$ cat config.mk
export PLATFORM = sky130hd
export DESIGN_NAME = mem_access_unit
export DESIGN_NICKNAME = d
export VERILOG_FILES = /design/src/dmem_pkg.sv /design/src/mem_access_unit.sv
export VERILOG_INCLUDE_DIRS = /design/src /design/src/src
export SDC_FILE = /design/constraint.sdc
export NUM_CORES = 1
export LEC_CHECK = 0
export ABC_AREA = 1
export BUFFER_PORTS_ARGS = -buffer_cell sky130_fd_sc_hd__buf_2
export CELL_PAD_IN_SITES_DETAIL_PLACEMENT = 1
export CELL_PAD_IN_SITES_GLOBAL_PLACEMENT = 1
export CORE_AREA = 2 2 120 122
export DETAILED_ROUTE_END_ITERATION = 6
export DIE_AREA = 0 0 122 124
export GPL_TIMING_DRIVEN = 0
export HOLD_SLACK_MARGIN = 0.12
export PLACE_DENSITY = 0.87
export SKIP_CTS_REPAIR_TIMING = 1
export SLEW_MARGIN = 15
export SYNTH_ARGS = -nofsm -noshare
export SYNTH_HDL_FRONTEND = slang
export SYNTH_SLANG_ARGS = --single-unit
export TNS_END_PERCENT = 30
$ cat constraint.sdc
create_clock -name clk -period 4.6 [get_ports clk]
set_input_delay 0.69 -clock clk [delete_from_list [all_inputs] [get_ports clk]]
set_output_delay 0.69 -clock clk [all_outputs]
set_load 0.02 [all_outputs]
$ cat src/dmem_params.svh
`ifndef DMEM_PARAMS_SVH
`define DMEM_PARAMS_SVH

// width of one data bus word
`define DMEM_DATA_WIDTH 32

`define DMEM_PIPE_DEPTH 2 // 1 puts the response stage in the request cycle

`define DMEM_LINE_WORDS 4 // granularity of the emulated cache lines

`define DMEM_WORDS 8192 // both buses share this array

`define DMEM_MISS_PENALTY 5 // stall cycles after the first miss cycle

`endif

$ cat src/dmem_pkg.sv
`include "dmem_params.svh"

package dmem_pkg;

	// one bus word with lanes numbered from the low byte up
	typedef logic [`DMEM_DATA_WIDTH-1:0] word_t;

	typedef logic [31:0] addr_t; // byte address as issued by the pipeline

	typedef logic [`DMEM_DATA_WIDTH/8-1:0] byteen_t; // one bit per byte lane

	typedef enum logic [1:0] {
		size_byte = 2'd0,
		size_half = 2'd1,
		size_word = 2'd2
	} acc_size_t;

endpackage

$ cat src/mem_access_unit.sv
`timescale 1ns/1ps
`include "dmem_params.svh"

module mem_access_unit (
	input  logic                clk,
	input  logic                rst,
	input  logic                req,
	input  logic                store,
	input  dmem_pkg::acc_size_t size,
	input  logic                load_unsigned,
	input  dmem_pkg::addr_t     address,
	input  dmem_pkg::word_t     store_data,
	input  logic                stall_in,
	output dmem_pkg::word_t     load_data,
	output logic                load_valid,
	output logic                c_read,
	output logic                c_write,
	output dmem_pkg::addr_t     c_address,
	output dmem_pkg::byteen_t   c_byteenable,
	output dmem_pkg::word_t     c_wrdata,
	input  dmem_pkg::word_t     c_rddata,
	output logic                u_read,
	output logic                u_write,
	output dmem_pkg::addr_t     u_address,
	output dmem_pkg::byteen_t   u_byteenable,
	output dmem_pkg::word_t     u_wrdata,
	input  dmem_pkg::word_t     u_rddata
);

	logic                uncached;
	dmem_pkg::byteen_t   byteen;
	dmem_pkg::word_t     lane_data;
	dmem_pkg::addr_t     word_address;

	logic                trk_load;
	logic                trk_uncached;
	logic [1:0]          trk_offset;
	dmem_pkg::acc_size_t trk_size;
	logic                trk_unsigned;

	dmem_pkg::word_t     ret_word;
	dmem_pkg::word_t     shifted;

	assign uncached     = address[29]; // uncached window of the address map
	assign word_address = {address[31:2], 2'b00};

	always_comb begin
		case (size)
			dmem_pkg::size_byte: begin
				byteen    = dmem_pkg::byteen_t'(1) << address[1:0];
				lane_data = {(`DMEM_DATA_WIDTH/8){store_data[7:0]}};
			end
			dmem_pkg::size_half: begin
				byteen    = dmem_pkg::byteen_t'(3) << {address[1], 1'b0};
				lane_data = {(`DMEM_DATA_WIDTH/16){store_data[15:0]}};
			end
			default: begin
				byteen    = '1;
				lane_data = store_data;
			end
		endcase
	end

	// the fields are shared and only the strobes tell the buses apart
	assign c_read       = req & ~store & ~uncached;
	assign c_write      = req & store & ~uncached;
	assign u_read       = req & ~store & uncached;
	assign u_write      = req & store & uncached;
	assign c_address    = word_address;
	assign u_address    = word_address;
	assign c_byteenable = byteen;
	assign u_byteenable = byteen;
	assign c_wrdata     = lane_data;
	assign u_wrdata     = lane_data;

	generate if (`DMEM_PIPE_DEPTH == 1) begin : g_track_bypass
		assign trk_load     = req & ~store;
		assign trk_uncached = uncached;
		assign trk_offset   = address[1:0];
		assign trk_size     = size;
		assign trk_unsigned = load_unsigned;
	end else begin : g_track_reg
		always_ff @(posedge clk or posedge rst) begin
			if (rst) begin
				trk_load <= 1'b0;
			end else if (~stall_in) begin
				trk_load <= req & ~store; // follows the memory's pipe stage
			end
		end

		always_ff @(posedge clk) begin
			if (~stall_in) begin
				trk_uncached <= uncached;
				trk_offset   <= address[1:0];
				trk_size     <= size;
				trk_unsigned <= load_unsigned;
			end
		end
	end
	endgenerate

	always_comb begin
		ret_word = trk_uncached ? u_rddata : c_rddata;
		case (trk_size)
			dmem_pkg::size_byte: begin
				shifted   = ret_word >> {trk_offset, 3'b000}; // addressed bytes down to lane 0
				load_data = {{(`DMEM_DATA_WIDTH-8){~trk_unsigned & shifted[7]}}, shifted[7:0]};
			end
			dmem_pkg::size_half: begin
				shifted   = ret_word >> {trk_offset[1], 4'b0000};
				load_data = {{(`DMEM_DATA_WIDTH-16){~trk_unsigned & shifted[15]}}, shifted[15:0]};
			end
			default: begin
				shifted   = ret_word;
				load_data = shifted;
			end
		endcase
	end

	assign load_valid = trk_load & ~stall_in;

endmodule

==> flow_metrics.py, run 1 <==
metrics = {
    "run_status": {
        "outcome": "finished clean",
    },
    "setup_path": {
        "worstSetupEndpointType": "output pin",
        "worstPathArrival_ns": 2.18,
        "crit_type": "input port to output pin",
        "crit_fanout": 10,
        "start_kind": "input port",
        "critical_path_required_ns": 3.91,
    },
    "cts": {
        "cts_tree": "built",
        "clk_pin_slew_ns": 0.04,
        "cts_buffers": 3,
        "cts.sinks": 7,
        "cts-root-buf": "clkbuf_16",
        "clk_latency_ns": 0.23,
        "clockBufferDepth": 2,
        "htree_levels": 1,
    },
    "global_route": {
        "antenna_found_initial": 1,
        "grt_max_degree": 11,
        "globalRoute.totalOverflow": 0,
        "grtUsageTotal": 0.151,
        "grt_first_pass_wirelength_um": 18200,
        "grt_pass1_vias": 3681,
    },
    "timing": {
        "skew_ns": 0,
        "post-route-min-period_ns": 2.87,
        "tightest_slew_ns": 0.635,
        "fin_tns_setup_ns": 0,
        "clock.fmax_mhz": 348,
        "rsz0062_at_grt": "false",
        "finalHoldViolations": 0,
        "fin_ws_ns": 1.73,
        "slew_viol_final": 0,
        "fin_crit_sh": 0.625,
        "setup_viol": 0,
        "whs_ns": 0.293,
        "relSlewSlack": 0.574,
    },
    "finish": {
        "area_growth_pct": 66.6,
        "final_nets": 835,
        "antenna_cells": 0,
        "final_core_util": 0.309,
        "fin_area_um2": 4230,
        "n_fill_cell": 1850,
        "drive_above_1_share": 0.633,
    },
    "power": {
        "powerDensity_nw_per_um2": 195,
        "p_leak_nw": 2.63,
        "peakVddDrop_v": 0.000140,
    },
    "synthesis": {
        "netlist_area_um2": 2540,
        "synth_top_family_by_area": "buffers and inverters",
        "syn_inst": 416,
        "synth-compound-area-share": 0.104,
        "synthMuxAreaShare": 0.0276,
        "synthAdderAreaFrac": 0,
        "yosysSeqAreaShare": 0.0807,
        "synth_xor_xnor_area_share": 0,
        "synth_cell_types": 31,
        "synth_edf_count": 6,
        "yosys.area_share.simple": 0.376,
        "ys_ff_latch": 7,
        "ys_warn_count": 0,
        "async_reset_ff_frac": 0.143,
        "ys.flop_type": "edfxtp_1",
        "postSynthAreaPerCell_um2": 6.11,
    },
    "detailed_routing": {
        "avgRoutedWirePerCell_um": 14.1,
        "vias_per_cell": 4.11,
        "drt_pass1_iterations": 4,
        "dr_wl_met2_um": 6750,
        "wl_um": 12400,
        "drtAntennaViolNets": 0,
        "post-route-drc-count": 0,
        "dr_wl_met3_um": 951,
        "wl_met1_um": 4660,
        "maxUsedRoutingLayer": "met5",
        "drtIter0Drc": 80,
        "num_vias": 3607,
    },
    "job": {
        "drv_cap": 0,
    },
    "placed_design": {
        "io_buffer_count": 275,
        "hpwl_um": 11000,
        "placed_cell_area_um2": 4150,
        "dpl_worst_slack_ns": 1.72,
        "place_congestion": 0.850,
    },
    "floorplan": {
        "fp-row-count": 43,
        "start_util": 0.185,
        "core_area_um2": 13700,
        "die_h_um": 124,
        "ioPinCount": 309,
        "chipWidth_um": 122,
        "dieArea_um2": 15100,
    },
    "hold_path": {
        "hold_class": "input port to async pin",
    },
}
-- state kept, by name, indices dropped and copies added, names as in the netlist --
name,count
trk_offset,2
trk_size,2
trk_load,1
trk_uncached,1
trk_unsigned,1
-- metrics by stage --
step / total power [W] / cells
6_report: 0.000825 / 878
5_1_grt: 0.000886 / 878
4_1_cts: 0.000836 / 878
3_5_place_dp: 0.000684 / 874
3_3_place_gp: 0.000677 / 874
2_1_floorplan: 0.000472 / 419
-- power breakdown --
group / switching, W / internal [W]
clock network: 0.0000319 / 0.000115
registers: 0.00000587 / 0.0000752
logic: 0.000352 / 0.000245
total: 0.000390 / 0.000436
-- per-layer routing --
metal	vias up	track usage
li1	1767	-
met1	1668	0.166
met2	168	0.305
met3	2	0.0298
met4	2	0.0129
met5	-	0
-- cell families after synthesis --
family / count (synthesis)
AO/OA/AOI/OAI: 45
multiplexers: 7
other: 1
buffers and inverters: 152
AND/OR/NAND/NOR: 204
flip-flops: 7
-- path summary, 6_finish.rpt --
| check | end | slack, ns | startpoint | cells after the start |
|---|---|---|---|---|
| worst max-delay path | u_wrdata[14] | 1.73 | size[1] | 8 |
| min in group clk | trk_load | 0.51 | trk_load | 2 |
| worst max register to register | trk_load | 3.96 | trk_load | 2 |
| max in group asynchronous | trk_load | 4.21 | rst | 2 |
| worst min register to register | trk_load | 0.51 | trk_load | 2 |
| worst min-delay path | trk_load | 0.29 | rst | 2 |
-- critical path: stages --
cell and delay [ns]:
buf_2 0.11, buf_2 0.18, nor2_1 0.35, buf_2 0.30
nand2_1 0.09, o21ai_0 0.14, buf_4 0.16, buf_2 0.15
-- final cells by class --
class,instances,area [um2],share of cell area
buffer,121,911,0.215
multi-input combinational,260,1310,0.309
sequential,7,205,0.0485
inverter,31,130,0.0307
timing repair buffer,275,1380,0.325
tap,180,225,0.0532
clock buffer,4,78.8,0.0186
-- synth_stat cells, types with 2 or more instances --
| library cell | instances | area [um2] |
|---|---|---|
| nand3_2 | 4 | 40.0 |
| nor3_1 | 2 | 10.0 |
| nor2_1 | 8 | 30.0 |
| mux2i_1 | 7 | 70.1 |
| or2_1 | 7 | 43.8 |
| nand3_1 | 30 | 150 |
| nand2_2 | 15 | 93.8 |
| o21ai_0 | 25 | 125 |
| edfxtp_1 | 6 | 180 |
| nand2_1 | 114 | 428 |
| or2_2 | 21 | 131 |
| clkbuf_1 | 3 | 11.3 |
| o21ai_1 | 3 | 15.0 |
| buf_4 | 109 | 818 |
| o211ai_1 | 14 | 105 |
| inv_1 | 28 | 105 |
| inv_2 | 2 | 7.51 |
| buf_2 | 4 | 20.0 |
| buf_6 | 2 | 22.5 |
-- layout by cell type, fill, tap and decap left out, types with 2 or more instances in the layout --
cell,synthesis,routed
clkbuf_16,0,3
inv_1,28,28
nand3_1,30,30
nor3_1,2,2
buf_2,4,279
o21ai_0,25,25
or2_2,21,21
buf_4,109,109
conb_1,1,4
o211ai_1,14,14
mux2i_1,7,7
nand3_2,4,4
or2_1,7,7
nor2_1,8,8
nand2_1,114,114
buf_6,2,2
edfxtp_1,6,6
o21ai_1,3,3
inv_2,2,2
nand2_2,15,15
clkbuf_1,3,4
Note: power is estimated with default switching activity, not from simulation.
==> inputs of run 2 (changes only) <==
Settings changed: ABC_AREA 1 to 0, CORE_AREA 2 2 120 122 to 2 2 119 121, DIE_AREA 0 0 122 124 to 0 0 121 123, PLACE_DENSITY 0.87 to 0.85.
Clock period 4.6 ns to 3 ns, I/O delays scaled along.
==> flow_metrics.py, run 2 <==
metrics = {
    "run_status": {
        "outcome": "finished clean",
    },
    "timing": {
        "fin_crit_sh": 0.897,
        "fin_ws_ns": 0.310,
        "fin_tns_setup_ns": 0,
        "rsz0062_at_grt": "false",
        "clock.fmax_mhz": 372,
        "slew_viol_final": 0,
        "skew_ns": 0,
        "finalHoldViolations": 0,
        "tightest_slew_ns": 0.707,
        "setup_viol": 0,
        "post-route-min-period_ns": 2.69,
        "relSlewSlack": 0.527,
    },
    "synthesis": {
        "netlist_area_um2": 2630,
        "ys_top_cells_by_count": "buf_4, mux2_2, o21ai_0",
        "async_reset_ff_frac": 0.143,
        "synth_cell_types": 29,
        "synth_top_area_frac": 0.315,
        "ys_ff_latch": 7,
        "postSynthAreaPerCell_um2": 8.15,
        "synth.largest_area_cell": "buf_4",
        "ys_warn_count": 0,
        "synth_edf_count": 6,
        "syn_inst": 322,
        "yosysSeqAreaShare": 0.0782,
        "synth_most_common_cell": "buf_4",
        "ys.flop_type": "edfxtp_1",
        "yosys-top-cells-area": "buf_4, mux2_2, mux2i_1",
    },
    "cts": {
        "clk_pin_slew_ns": 0.03,
        "cts-root-buf": "clkbuf_16",
        "cts_tree": "built",
        "clockBufferDepth": 2,
        "cts.sinks": 7,
        "cts_buffers": 3,
        "htree_levels": 1,
        "clk_latency_ns": 0.23,
    },
    "detailed_routing": {
        "drt_pass1_iterations": 4,
        "num_vias": 3308,
        "avgRoutedWirePerCell_um": 16.4,
        "vias_per_cell": 4.21,
        "drtAntennaViolNets": 0,
        "post-route-drc-count": 0,
        "drtIter0Drc": 72,
        "wl_um": 12900,
    },
    "placed_design": {
        "hpwl_um": 11400,
        "io_buffer_count": 275,
        "dpl_worst_slack_ns": 0.456,
        "place_congestion": 0.815,
    },
    "floorplan": {
        "dieArea_um2": 14900,
        "chipWidth_um": 121,
        "core_area_um2": 13600,
        "start_util": 0.193,
        "die_h_um": 123,
        "ioPinCount": 309,
        "fp-row-count": 43,
    },
    "finish": {
        "layout_common_cells": "buf_2, buf_4, mux2_2, o21ai_0, nand2_1",
        "n_fill_cell": 1738,
        "area_growth_pct": 64.9,
        "top_regs": "trk_offset x2, trk_size x2",
        "final_common_cell": "buf_2",
        "final_nets": 742,
        "drive_above_1_share": 0.734,
    },
    "job": {
        "drv_cap": 0,
    },
    "setup_path": {
        "worstSetupEndpointType": "output pin",
        "cpPeakStageDelay_ns": 0.60,
        "cpMaxStageDelayCell": "nor2b_1",
        "start_kind": "flip-flop",
        "path_cells": "buf_1 > nor2b_1 > o21ai_0 > buf_2",
        "crit_fanout": 10,
        "critical_path_required_ns": 2.55,
        "crit_type": "flip-flop to output pin",
        "worstPathArrival_ns": 2.24,
    },
    "power": {
        "seqPwrFrac": 0.095,
        "cellInternalPower_w": 0.000702,
        "combPwrFrac": 0.735,
        "p_clk_frac": 0.170,
        "switching_share": 0.459,
        "powerDensity_nw_per_um2": 300,
        "peakVddDrop_v": 0.000119,
        "switching_power_w": 0.000595,
        "p_leak_nw": 2.38,
    },
    "global_route": {
        "globalRoute.totalOverflow": 0,
        "grt_pass1_vias": 3345,
        "antenna_found_initial": 1,
        "grt_first_pass_wirelength_um": 18100,
        "grt_max_degree": 11,
        "grtUsageTotal": 0.156,
    },
    "hold_path": {
        "hold_class": "input port to flip-flop",
    },
}
==> run 2: cell types whose count changed in the layout (fill, tap and decap cells not counted), sizes merged, moves of 8 or more <==
cell,delta
nand2,-105
o211ai,-14
mux2,+40
inv,-26
or2,-27
mux2i,+14
mux4,+10
a22oi,+8
nand3,-34
==> run 2: cell families (layout without fill, tap and decap cells) <==
family	Yosys count	after routing	synth area share
muxes	71	71	0.345
and+or+nand+nor	58	58	0.0996
AOI/OAI and AO/OA	54	54	0.124
buffers and inverters	131	411	0.352
other	1	5	0.00143
DFF	7	7	0.0782
==> run 2: layout make-up <==
type	count	area, um2	area share
Antenna cell	1	2.50	0.000578
Buffer	127	908	0.210
Clock buffer	4	78.8	0.0182
Inverter	4	15.0	0.00347
Multi-Input combinational cell	187	1510	0.348
Sequential cell	7	205	0.0474
Tap cell	180	225	0.0520
Timing Repair Buffer	276	1390	0.320
==> run 2: through the flow <==
step	utilization	cells	cell area, um2	hold slack, ns	power [W]
floorplan	-	325	2640	0.179	0.000740
global placement	0.311	780	4240	0.285	0.00107
detailed placement	0.311	780	4240	0.289	0.00108
CTS	0.317	784	4320	0.0514	0.00131
global route	0.318	785	4330	0.404	0.00138
finish	0.318	786	4330	0.403	0.00130
==> run 2: critical path, delay by kind of cell (launching register included) <==
family | cells | cell delay, ns
compound gates | 1 | 0.22
buf+inv | 2 | 0.75
simple gates | 1 | 0.60
flops | 1 | 0.44
==> run 2: worst paths after layout <==
path	startpoint	end	slack, ns	cells after the start
worst max-delay path	trk_offset[1]	load_data[10]	0.31	4
worst min-delay path	load_unsigned	trk_unsigned	0.40	1
worst max register to register	trk_load	trk_load	2.39	2
worst min register to register	trk_load	trk_load	0.48	2
max in group asynchronous	rst	trk_load	2.30	3
min in group asynchronous	rst	trk_load	0.61	3
==> run 2: power by group through the flow <==
| stage | clock, W | sequential [W] | combinational (W) |
|---|---|---|---|
| floorplan | 0 | 0.000122 | 0.000619 |
| global placement | 0 | 0.000124 | 0.000946 |
| detailed placement | 0 | 0.000124 | 0.000959 |
| CTS | 0.000224 | 0.000123 | 0.000962 |
| global route | 0.000231 | 0.000125 | 0.00102 |
| finish | 0.000221 | 0.000123 | 0.000954 |
==> run 2: per-layer routing <==
layer,routed length (um),track usage,up-vias
met5,0,0,-
met4,249,0.0356,0
met3,1110,0.0369,15
met2,6820,0.309,195
met1,4680,0.166,1511
li1,-,-,1587
